--- src/design/sap_macros.svh ---
//**************************************************************************
// SAP-1 sizing macros
// Data and address widths, RAM depth, host credits, T-states per instruction
//**************************************************************************

`ifndef SAP_MACROS_SVH
`define SAP_MACROS_SVH

`define SAP_DATA_W       8  // Bus and register width
`define SAP_ADDR_W       4  // RAM address width
`define SAP_RAM_DEPTH    16 // Words of program memory
`define SAP_PROG_CREDITS 1  // Credits the host owns after reset
`define SAP_T_STATES     6  // Machine cycles per instruction

`endif

--- src/design/sap_pkg.sv ---
//**************************************************************************
// SAP-1 shared types
// Opcode, T-state and programmer state enums, control word structs
//**************************************************************************

`include "sap_macros.svh"

package sap_pkg;

  typedef enum logic [3:0] {
    OP_LDA = 4'h0,  // A <= mem[op]
    OP_ADD = 4'h1,  // A <= A + mem[op]
    OP_SUB = 4'h2,  // A <= A - mem[op]
    OP_OUT = 4'he,  // Out <= A
    OP_HLT = 4'hf   // Stop; others are NOPs
  } opcode_e;

  typedef enum logic [2:0] {
    T_IDLE, T1, T2, T3, T4, T5, T6, T_HALT
  } tstate_e;

  typedef enum logic [1:0] {
    P_IDLE, P_ADDR, P_DATA, P_WRITE
  } prog_state_e;

  typedef struct packed {
    logic pc_inc;         // PC + 1
    logic pc_en;          // PC onto bus
    logic mar_load;       // MAR from bus
    logic ram_en;         // RAM[MAR] onto bus
    logic ir_load;        // IR from bus
    logic ir_en;          // IR operand onto bus
    logic a_load;         // A from bus
    logic a_en;           // A onto bus
    logic sub;            // ALU subtracts
    logic alu_en;         // ALU result onto bus
    logic b_load;         // B from bus
    logic out_load;       // Output reg from bus
    logic prog_en;        // Programmer owns datapath
    logic prog_addr_sel;  // Load address onto bus
    logic prog_data_sel;  // Load byte onto bus
  } ctrl_t;

  typedef struct packed {
    logic                   mar_load;   // MAR from load address
    logic                   ram_write;  // Write bus into RAM[MAR]
    logic                   bus_sel;    // 1 data, 0 address on bus
    logic [`SAP_ADDR_W-1:0] addr;
    logic [`SAP_DATA_W-1:0] data;
  } prog_ctrl_t;

endpackage

--- src/design/sap_programmer.sv ---
//**************************************************************************
// SAP-1 program loader
// Credited byte intake, address counter and RAM write sequencer
//**************************************************************************

`include "sap_macros.svh"

module sap_programmer import sap_pkg::*; (
  input  logic                   clk,
  input  logic                   resetn,
  input  logic                   programming,
  input  logic                   prog_valid,
  input  logic [`SAP_DATA_W-1:0] prog_byte,
  output logic                   prog_credit,
  output prog_ctrl_t             prog
);

  prog_state_e            state;
  logic [`SAP_DATA_W-1:0] byte_buf;   // One-entry buffer
  logic [`SAP_ADDR_W-1:0] addr_cnt;   // Next RAM address
  logic                   take;       // Byte accepted this edge

  // New byte only when buffer free or being drained this cycle
  assign take = programming && prog_valid &&
                (state == P_IDLE || state == P_WRITE);

  always_ff @(posedge clk) begin
    if (!resetn) begin
      state <= P_IDLE;
    end else begin
      case (state)
        P_IDLE:  if (take) state <= P_ADDR;
        P_ADDR:  state <= P_DATA;                    // MAR loaded
        P_DATA:  state <= P_WRITE;                   // Byte on bus
        P_WRITE: state <= take ? P_ADDR : P_IDLE;    // Back-to-back ok
        default: state <= P_IDLE;
      endcase
    end
  end

  always_ff @(posedge clk) begin
    if (take) begin
      byte_buf <= prog_byte;  // Hold byte through the sequence
    end
  end

  // Every session starts at address 0
  always_ff @(posedge clk) begin
    if (!resetn || !programming) begin
      addr_cnt <= '0;
    end else if (state == P_WRITE) begin
      addr_cnt <= addr_cnt + 1'b1;  // Step after each write
    end
  end

  always_comb begin
    prog      = '0;
    prog.addr = addr_cnt;
    prog.data = byte_buf;
    case (state)
      P_ADDR: begin
        prog.mar_load = 1'b1;   // Address counter to MAR
      end
      P_DATA: begin
        prog.bus_sel = 1'b1;    // Byte onto bus
      end
      P_WRITE: begin
        prog.bus_sel   = 1'b1;  // Keep byte on bus
        prog.ram_write = 1'b1;  // Commit at next edge
      end
      default: ;
    endcase
  end

  assign prog_credit = (state == P_WRITE);  // One pulse per byte

endmodule

--- src/design/sap_controller.sv ---
//**************************************************************************
// SAP-1 controller
// T-state ring counter, microcode decoder and halt state
//**************************************************************************

module sap_controller import sap_pkg::*; (
  input  logic    clk,
  input  logic    resetn,
  input  logic    programming,
  input  opcode_e opcode,
  output ctrl_t   ctrl,
  output logic    halted
);

  tstate_e state;
  tstate_e state_nxt;

  always_ff @(posedge clk) begin
    if (!resetn) begin
      state <= T_IDLE;
    end else begin
      state <= state_nxt;
    end
  end

  // Ring through T1..T6, parked in T_IDLE while loading
  always_comb begin
    state_nxt = state;
    if (programming) begin
      state_nxt = T_IDLE;
    end else begin
      case (state)
        T_IDLE: state_nxt = T1;   // Start fetch at PC 0
        T1:     state_nxt = T2;
        T2:     state_nxt = T3;
        T3:     state_nxt = T4;
        T4:     state_nxt = (opcode == OP_HLT) ? T_HALT : T5;
        T5:     state_nxt = T6;
        T6:     state_nxt = T1;   // Next instruction
        T_HALT: state_nxt = T_HALT;  // Only reset or load leaves
        default: state_nxt = T_IDLE;
      endcase
    end
  end

  // Microcode table
  always_comb begin
    ctrl = '0;
    if (!programming) begin
      case (state)
        T1: begin
          ctrl.pc_en    = 1'b1;  // PC to MAR
          ctrl.mar_load = 1'b1;
        end
        T2: begin
          ctrl.pc_inc = 1'b1;
        end
        T3: begin
          ctrl.ram_en  = 1'b1;   // Instruction to IR
          ctrl.ir_load = 1'b1;
        end
        T4: begin
          case (opcode)
            OP_LDA, OP_ADD, OP_SUB: begin
              ctrl.ir_en    = 1'b1;  // Operand to MAR
              ctrl.mar_load = 1'b1;
            end
            OP_OUT: begin
              ctrl.a_en     = 1'b1;  // A to output reg
              ctrl.out_load = 1'b1;
            end
            default: ;               // HLT and NOPs idle here
          endcase
        end
        T5: begin
          case (opcode)
            OP_LDA: begin
              ctrl.ram_en = 1'b1;    // Memory to A
              ctrl.a_load = 1'b1;
            end
            OP_ADD, OP_SUB: begin
              ctrl.ram_en = 1'b1;    // Memory to B
              ctrl.b_load = 1'b1;
            end
            default: ;
          endcase
        end
        T6: begin
          if (opcode == OP_ADD || opcode == OP_SUB) begin
            ctrl.alu_en = 1'b1;      // Sum or difference to A
            ctrl.a_load = 1'b1;
            ctrl.sub    = (opcode == OP_SUB);
          end
        end
        default: ;                   // T_IDLE, T_HALT
      endcase
    end
  end

  assign halted = (state == T_HALT);

endmodule

--- src/design/sap_datapath.sv ---
//**************************************************************************
// SAP-1 datapath
// PC, MAR, 16x8 RAM, IR, A, B, adder/subtractor, output register and the
// multiplexed bus with programmer override
//**************************************************************************

`include "sap_macros.svh"

module sap_datapath import sap_pkg::*; (
  input  logic                   clk,
  input  logic                   resetn,
  input  logic                   programming,
  input  ctrl_t                  ctrl,
  input  prog_ctrl_t             prog,
  output opcode_e                opcode,
  output logic [`SAP_DATA_W-1:0] out_value,
  output logic                   out_valid
);

  localparam int DW = `SAP_DATA_W;
  localparam int AW = `SAP_ADDR_W;

  ctrl_t          cw;                      // Effective control word
  logic [DW-1:0]  bus;
  logic [DW-1:0]  alu;
  logic [AW-1:0]  pc;
  logic [AW-1:0]  mar;
  logic [DW-1:0]  ram [`SAP_RAM_DEPTH];
  logic [DW-1:0]  ir;
  logic [DW-1:0]  a_reg;
  logic [DW-1:0]  b_reg;
  logic [DW-1:0]  out_reg;
  logic           out_valid_q;

  // Loader owns the datapath while programming
  always_comb begin
    if (programming) begin
      cw               = '0;
      cw.prog_en       = 1'b1;
      cw.mar_load      = prog.mar_load;
      cw.prog_addr_sel = ~prog.bus_sel;
      cw.prog_data_sel = prog.bus_sel;
    end else begin
      cw = ctrl;
    end
  end

  assign alu = cw.sub ? (a_reg - b_reg) : (a_reg + b_reg);  // Wraps mod 256

  // Bus source mux, at most one enable expected
  always_comb begin
    bus = '0;
    if (cw.prog_data_sel) begin
      bus = prog.data;
    end else if (cw.prog_addr_sel) begin
      bus = {{(DW-AW){1'b0}}, prog.addr};
    end else if (cw.pc_en) begin
      bus = {{(DW-AW){1'b0}}, pc};
    end else if (cw.ram_en) begin
      bus = ram[mar];
    end else if (cw.ir_en) begin
      bus = {{(DW-AW){1'b0}}, ir[AW-1:0]};   // Operand field
    end else if (cw.a_en) begin
      bus = a_reg;
    end else if (cw.alu_en) begin
      bus = alu;
    end
  end

  always_ff @(posedge clk) begin
    if (!resetn || programming) begin
      pc <= '0;                       // Run restarts at 0
    end else if (cw.pc_inc) begin
      pc <= pc + 1'b1;
    end
  end

  always_ff @(posedge clk) begin
    if (cw.mar_load) begin
      mar <= bus[AW-1:0];
    end
  end

  always_ff @(posedge clk) begin
    if (cw.prog_en && prog.ram_write) begin
      ram[mar] <= bus;                // Loader write only
    end
  end

  always_ff @(posedge clk) begin
    if (!resetn) begin
      ir <= '0;
    end else if (cw.ir_load) begin
      ir <= bus;
    end
  end

  always_ff @(posedge clk) begin
    if (cw.a_load) begin
      a_reg <= bus;
    end
    if (cw.b_load) begin
      b_reg <= bus;
    end
  end

  always_ff @(posedge clk) begin
    if (!resetn) begin
      out_reg     <= '0;
      out_valid_q <= 1'b0;
    end else begin
      out_valid_q <= cw.out_load;     // Flag follows the load edge
      if (cw.out_load) begin
        out_reg <= bus;
      end
    end
  end

  assign opcode    = opcode_e'(ir[DW-1 -: $bits(opcode_e)]);
  assign out_value = out_reg;
  assign out_valid = out_valid_q && !programming;  // Quiet during load

endmodule

--- src/design/sap_top.sv ---
//**************************************************************************
// SAP-1 top level
// Program loader, microcoded controller and datapath
//**************************************************************************

`include "sap_macros.svh"

module sap_top import sap_pkg::*; (
  input  logic                   clk,
  input  logic                   resetn,
  input  logic                   programming,
  input  logic                   prog_valid,
  input  logic [`SAP_DATA_W-1:0] prog_byte,
  output logic                   prog_credit,
  output logic [`SAP_DATA_W-1:0] out_value,
  output logic                   out_valid,
  output logic                   halted
);

  ctrl_t      ctrl;    // Controller to datapath
  prog_ctrl_t prog;    // Loader to datapath
  opcode_e    opcode;  // IR high nibble back to controller

  sap_programmer i_programmer (
    .clk         (clk),
    .resetn      (resetn),
    .programming (programming),
    .prog_valid  (prog_valid),
    .prog_byte   (prog_byte),
    .prog_credit (prog_credit),
    .prog        (prog)
  );

  sap_controller i_controller (
    .clk         (clk),
    .resetn      (resetn),
    .programming (programming),
    .opcode      (opcode),
    .ctrl        (ctrl),
    .halted      (halted)
  );

  sap_datapath i_datapath (
    .clk         (clk),
    .resetn      (resetn),
    .programming (programming),
    .ctrl        (ctrl),
    .prog        (prog),
    .opcode      (opcode),
    .out_value   (out_value),
    .out_valid   (out_valid)
  );

endmodule

--- config.mk ---
export PLATFORM = sky130hd
export DESIGN_NAME = sap_top
export DESIGN_NICKNAME = d
export VERILOG_FILES = /design/src/design/sap_pkg.sv /design/src/design/sap_programmer.sv /design/src/design/sap_controller.sv /design/src/design/sap_datapath.sv /design/src/design/sap_top.sv
export VERILOG_INCLUDE_DIRS = /design/src /design/src/design
export SDC_FILE = /design/constraint.sdc
export NUM_CORES = 1
export LEC_CHECK = 0
export BUFFER_PORTS_ARGS = -buffer_cell sky130_fd_sc_hd__clkbuf_2
export CELL_PAD_IN_SITES_DETAIL_PLACEMENT = 0
export CELL_PAD_IN_SITES_GLOBAL_PLACEMENT = 1
export CORE_ASPECT_RATIO = 0.75
export CORE_MARGIN = 1
export CORE_UTILIZATION = 40
export DETAILED_ROUTE_END_ITERATION = 8
export HOLD_SLACK_MARGIN = 0.1
export PLACE_DENSITY_LB_ADDON = 0.1
export SYNTH_ARGS = -nofsm -noshare
export SYNTH_HDL_FRONTEND = slang
export SYNTH_SLANG_ARGS = --single-unit
--- constraint.sdc ---
create_clock -name clk -period 4.55 [get_ports clk]
set_clock_uncertainty 0.1 [all_clocks]
set_input_delay 0.455 -clock clk [delete_from_list [all_inputs] [get_ports clk]]
set_output_delay 0.455 -clock clk [all_outputs]
set_load 0.1 [all_outputs]
**After elaboration in Yosys (flattened, before gate mapping)**

Memories as Yosys holds them, arrays and structs flattened. A register that Yosys moved wholly into a read port is not among the register bits.
Index checks and enable logic that the tools add are counted.

- Bits in registers: 58
- Memory bits (writable): 128
- Memories: 1
- Input bits: 12
- Output and inout bits: 11

Memories:

| name | words | bits a word | rd ports | clocked after Yosys merged registers in | wr ports | line | text |
|---|---|---|---|---|---|---|---|
| i_datapath.ram | 16 | 8 | 1 | 1 | 1 | sap_datapath.sv:28 | `` logic [DW-1:0] ram [`SAP_RAM_DEPTH]; `` |

- Bitwise operators: 2
- Add/subtract/negate cells: 4
- Muxes and demuxes: 36
- Reduce and logical (&&, ||, !) cells: 18
- Equal/unequal tests: 15

Operators with widths:

| operator | number |
|---|---|
| $mux 8 | 8 |
| $pmux 3 s7 | 1 |
| $mux 1 | 17 |
| $mux 15 | 1 |
| $eq 3x3->1 const B | 4 |
| $add 4x1->4 const B | 2 |
| $add 8x8->8 | 1 |
| $eq 4x4->1 const B | 2 |
| $mux 2 | 4 |
| $pmux 2 s4 | 1 |
| $reduce_or 2->1 | 4 |
| $sub 8x8->8 | 1 |
| $eq 3x2->1 const B | 2 |
| $pmux 1 s2 | 3 |
| $eq 2x2->1 const B | 2 |
| $eq 4x1->1 const B | 1 |
| $eq 4x2->1 const B | 1 |
| $logic_and 1x1->1 | 4 |
| $logic_not 4->1 | 1 |
| $logic_or 1x1->1 | 4 |
| $mux 4 | 1 |
| $eq 3x1->1 const B | 1 |
| $logic_not 3->1 | 1 |
| $reduce_or 3->1 | 1 |
| other kinds (5) | 7 |

**Longest topological paths before layout**

- Depth after elaboration: 14
- Mapped depth: 12

**Cells and area by module**

From an unflattened synthesis, not the netlist that was laid out.

- Cell total of the unflattened synthesis: 611
- Area, all modules: 8554.5 µm²

Modules (own cells, without submodules):

| module | area each (µm²) | cells an instance | seq. area each (µm²) | instances |
|---|---|---|---|---|
| sap_datapath | 7553.5 | 514 | 4944.7 | 1 |
| sap_programmer | 615.6 | 46 | 360.3 | 1 |
| sap_controller | 385.4 | 51 | 60.1 | 1 |

**Least setup slack after synthesis**

Ideal clock, no wire load.

- Kind: register -> register
- Start: register i_datapath.ir[4]
- End: register i_datapath.a_reg[6], data pin
- Stages on the path, launching flop included: 12
- Clock period less this slack: 3.860 ns
- Arrival: 3.415 ns
- Path slack: 0.690 ns
- Data required time: 4.104 ns
- Path through: dfxtp_1 -> clkbuf_1 -> or4b_1 -> nor2_1 -> mux2_2 -> fa_1 -> nor2b_1 -> o221a_2 -> o21ai_0 -> nand2b_1 -> xnor2_1 -> o21ai_0

- Longest elaborated chain between the ends: 13
- Elaborated cells on any way between the ends: 22
- Those cells by class: 3 x eq/ne; 16 x mux; 3 x reduce/logical

RTL lines:

| element | line | text |
|---|---|---|
| start: declaration | sap_datapath.sv:29 | `logic [DW-1:0] ir;` |
| start signal: assignment | sap_datapath.sv:94 | `ir <= bus;` |
| $eq 4x1->1 or $eq 4x2->1 (tied branches) | sap_controller.sv:63, sap_controller.sv:76, sap_controller.sv:89 |  |
| $logic_or 1x1->1 | sap_controller.sv:89 | `if (opcode == OP_ADD \|\| opcode == OP_SUB) begin` |
| $mux 2 | sap_controller.sv:89 |  |
| $mux 2 | sap_controller.sv:50 | `case (state)` |
| $mux 15 * | sap_datapath.sv:37 | `if (programming) begin` |
| $mux 8 | sap_datapath.sv:48 | `assign alu = cw.sub ? (a_reg - b_reg) : (a_reg + b_reg);` |
| $mux 8 | sap_datapath.sv:65 | `end else if (cw.alu_en) begin` |
| $mux 8 | sap_datapath.sv:63 | `end else if (cw.a_en) begin` |
| $mux 8 | sap_datapath.sv:61 | `end else if (cw.ir_en) begin` |
| $mux 8 * | sap_datapath.sv:59 | `end else if (cw.ram_en) begin` |
| $mux 8 * | sap_datapath.sv:57 | `end else if (cw.pc_en) begin` |
| $mux 8 * | sap_datapath.sv:55 | `end else if (cw.prog_addr_sel) begin` |
| $mux 8 * | sap_datapath.sv:53 | `if (cw.prog_data_sel) begin` |
| via i_datapath.bus[6] | sap_datapath.sv:24 | `logic [DW-1:0] bus;` |
| end signal: assignment | sap_datapath.sv:100 | `a_reg <= bus;` |
| end: declaration | sap_datapath.sv:30 | `logic [DW-1:0] a_reg;` |

The timed path passes the listed nets; every way through them passes the cells marked *.
A chain may end at the register's enable or synchronous reset.

**Worst setup path in the final report**

- Start: register i_datapath.ir[4]
- End: memory i_datapath.ram[3][6] (netlist bit), data pin

- Longest elaborated chain between the ends: 13
- Elaborated cells on any way between the ends: 22
- Those cells by class: 3 x eq/ne; 16 x mux; 3 x reduce/logical

RTL lines:

| element | line |
|---|---|
| $eq 4x1->1 or $eq 4x2->1 (tied branches) | sap_controller.sv:63, sap_controller.sv:76, sap_controller.sv:89 |
| $logic_or 1x1->1 | sap_controller.sv:89 |
| $mux 2 | sap_controller.sv:89 |
| $mux 2 | sap_controller.sv:50 |
| $mux 15 * | sap_datapath.sv:37 |
| $mux 8 | sap_datapath.sv:48 |
| $mux 8 | sap_datapath.sv:65 |
| $mux 8 | sap_datapath.sv:63 |
| $mux 8 | sap_datapath.sv:61 |
| $mux 8 * | sap_datapath.sv:59 |
| $mux 8 * | sap_datapath.sv:57 |
| $mux 8 * | sap_datapath.sv:55 |
| $mux 8 * | sap_datapath.sv:53 |
| via i_datapath.bus[6] | sap_datapath.sv:24 |
| end: declaration | sap_datapath.sv:28 |

Marks and branches as above.

==> qor.tcl <==
set qor(synth_top_cells_by_count) {156 x edfxtp_1, 42 x nor2_1, 36 x nand2_1}
set qor(fp.coreArea_um2) 19650
set qor(grt_start_max_net_pins) 24
set qor(fillCellCount) 1673
set qor(clock_path_buffers) 2
set qor(power_per_cell_area_nw_per_um2) 444.2
set qor(synth_fa_ha_area_share_pct) 2.547
set qor(layout_setup_ws_ns) 0.4236
set qor(critPathKind) {reg2reg}
set qor(place.detailed.hpwl_mm) 12.90
set qor(io-pin-count) 23
set qor(worst_path_dominant_cell_family) {simple AND/OR/NAND/NOR gates}
set qor(io_buffer_count) 22
set qor(dr_total_vias) 4666
set qor(areaGrowthSynthToFinish_pct) 13.73
set qor(power_mw) 4.120
set qor(hold_removal_path_class) {in2reg}
set qor(critical_path_arrival_ns) 4.10
set qor(htreeDepth) 4
set qor(async_flop_share_pct) 0
set qor(post-synth-top-count-cell) {edfxtp_1}
set qor(worst-path-buf-inv) 0
set qor(global_route.usage.met3_pct) 3.677
set qor(die_area_um2) 20970
set qor(area_fraction_in_compound_gates_after_synthesis_pct) 7.058
set qor(synthesis.area_um2) 8154
set qor(biggest_area_contributors_in_the_synthesized_netlist) {edfxtp_1 57%, mux4_2 9.4%, dfxtp_1 8.3%}
set qor(critical_path_required_ns) 4.53
set qor(edff_count_synth) 156
set qor(post_route_cell_area_um2) 9274
set qor(global_route.usage.total_pct) 18.83
set qor(post_layout_min_period_ns) 4.126
set qor(synth.area.mux_share_pct) 11.23
set qor(worst-path-max-fanout) 18
set qor(setup-violations-final) 0
set qor(drive_gt1_share_pct) 21.07
set qor(tritoncts) {done}
set qor(synth_ff_type) {edfxtp_1}
set qor(totalWireLength_mm) 18.81
set qor(setup.reg_to_reg.worst_slack_ns) 0.42
set qor(initial_core_util_pct) 41.49
set qor(grt_pass1_wl_mm) 28.28
set qor(ctsRootBufferMaster) {clkbuf_16}
set qor(global_route.usage.met1_pct) 29.14
set qor(num_antenna_cells) 0
set qor(timing_worst_slew_pin_value_ns) 1.216
set qor(tritoncts_buffer_count) 17
set qor(cts_sinks) 190
set qor(busiest_layer) {met1}
set qor(slowest_stage) {o21ai_1}
set qor(max_freq_mhz) 242.3
set qor(drt_iter0_markers) 424
set qor(detail_route.drc_violations) 0
set qor(final_util_pct) 47.19
set qor(critical_path.max_stage_delay_ns) 0.85
set qor(detail_route.vias_per_cell) 5.483
set qor(synth_top_family_by_area) {multiplexers}
set qor(wire_length_per_cell_after_detailed_routing_um) 22.10
set qor(yosys_warnings) 0
set qor(yosys.area_share.simple_pct) 9.483
set qor(postPlaceCellArea_um2) 8616
set qor(synthesis.area_per_instance_um2) 15.02
set qor(chip_width_um) 166.9
set qor(netlist_instances) 543
set qor(cp_capture_type) {flip-flop}
set qor(worstSetupStartpointType) {flip-flop}
set qor(synth_top_area_share_pct) 57.45
set qor(layout_worst_path_cycle_share_pct) 90.69
set qor(first_global_vias) 4483
set qor(synth.lib_cells_used.distinct) 63
set qor(final_nets) 613
set qor(clk-insertion-delay-late_ns) 0.44
set qor(power.leakage_nw) 3.143
set qor(gp_routability_congestion) 0.8754
set qor(slew_headroom_pct) 18.66
set qor(synth.yosys.seq_area_share_pct) 65.80
set qor(global_route.overflow_total) 0
set qor(placement_rows) 44
set qor(ys_ff_latch) 190
set qor(max_ffs_per_register) 128
set qor(slew_viol_final) 0
set qor(status) {finished, final reports clean}
set qor(vdd_ir_drop_max_uv) 199.8
set qor(grt.met2_usage_pct) 26.78
set qor(synth.largest_area_cell) {edfxtp_1}
set qor(die_height_um) 125.7
set qor(place_worst_setup_slack_ns) 0.3560
set qor(antenna_found_initial) 0
set qor(setup_tns_ns) 0
set qor(synthesized_area_fraction_occupied_by_xor_and_xnor_cells_pct) 2.041
set qor(maxCapViolCount) 0
set qor(top_register) {i_datapath.ram}
set qor(critical_path_cell_sequence) {or4b_1 > nor2_1 > mux2_2 > fa_1 > nor2b_1 > o221a_2 > o21ai_0 > nand2b_1 > xnor2_1 > o21ai_1}
set qor(rsz0062_at_grt) {false}
set qor(fin_hold_viols) 0
set qor(ant_nets) 0
set qor(detail_route.first_pass.iterations) 5
set qor(mappedNetlistNets) 571
set qor(path_clk_slew_ns) 0.08
set qor(cts_post_setup_buffers_inserted) 0
path summary, 6_finish.rpt:
| path | from | end | depth (start not counted) |
|---|---|---|---|
| setup / recovery | i_datapath.ir[4] | i_datapath.ram[3][6] | 10 |
| hold / removal | prog_valid | i_programmer.state[1] | 4 |
| setup reg to reg | i_datapath.ir[4] | i_datapath.ram[3][6] | 10 |
| hold reg to reg | i_datapath.out_value[3] | i_datapath.out_value[3] | 2 |
cells in the final DEF (no fill, tap or decap), drive strengths merged, types with 2 or more instances in the layout:
cell	netlist	final
edfxtp	156	156
nor2	42	42
clkbuf	12	40
nand2	37	37
mux4	34	34
dfxtp	34	34
a21oi	21	21
o21ai	21	21
buf	12	17
nor2b	16	16
ha	15	15
inv	8	15
xnor2	12	12
nor3	11	11
nand2b	9	9
mux2	8	8
dlygate4sd3	0	8
xor2	7	7
nand3	7	7
a21boi	7	7
a22oi	6	6
mux2i	6	6
clkinv	0	6
a21o	5	5
and3	5	5
a211oi	5	5
nand4b	3	3
nand4	3	3
nor3b	2	2
or4bb	2	2
and2	2	2
a22o	2	2
o211ai	2	2
or2	2	2
o2111ai	2	2
a31oi	2	2
or3b	2	2
or3	2	2
or4	2	2
stage by stage:
| stage | hold slack (ns) | cells |
|---|---|---|
| floorplan | 0.3736 | 543 |
| global placement | 0.3576 | 811 |
| detailed placement | 0.3595 | 811 |
| CTS | 0.2689 | 851 |
| global route | 0.3451 | 851 |
| finish | 0.2770 | 851 |
worst reg2reg max path, stage by stage (launching register included):
cell	delay, ns
dfxtp_1	0.38
or4b_1	0.61
nor2_1	0.34
mux2_2	0.41
fa_1	0.47
nor2b_1	0.16
o221a_2	0.20
o21ai_0	0.07
nand2b_1	0.09
xnor2_1	0.08
o21ai_1	0.85
layer usage:
layer	vias up	part of all wire, %
li1	2195	-
met1	2330	51
met2	123	43
met3	18	4.9
met4	0	1.2
met5	-	0
cells by family (layout without fill, tap and decap cells):
group,Yosys count,after routing
xor+xnor,19,19
buf+inv,32,87
fa+ha+maj,16,16
compound gates,87,87
flops,190,190
mux,48,48
simple gates,151,151
power by group:
part | switching [mW] | total [mW] | leakage, nW | internal (mW)
Clock | 0.719 | 1.45 | 0.280 | 0.734
Sequential | 0.0855 | 2.04 | 1.74 | 1.96
Combinational | 0.339 | 0.625 | 1.12 | 0.286
area by class of cell:
class                   instances  area [um^2]  area share (%)
clock buffers                  18        429.2           4.628
clock inverters                14        148.9           1.606
inverters                       8        30.03          0.3238
multi-input cells             321         2665           28.74
flip-flops and latches        190         5366           57.87
well taps                     253        316.6           3.413
repair buffers                 47        317.8           3.427
what timing repair did:
action / 4_1_cts / 5_1_grt
gates resized for setup: 0 / 0
endpoints found under the hold margin: 8 / 0
hold buffers: 8 / 0
endpoints found under the setup margin: 0 / 0
Power figures use the tool's default switching activity.
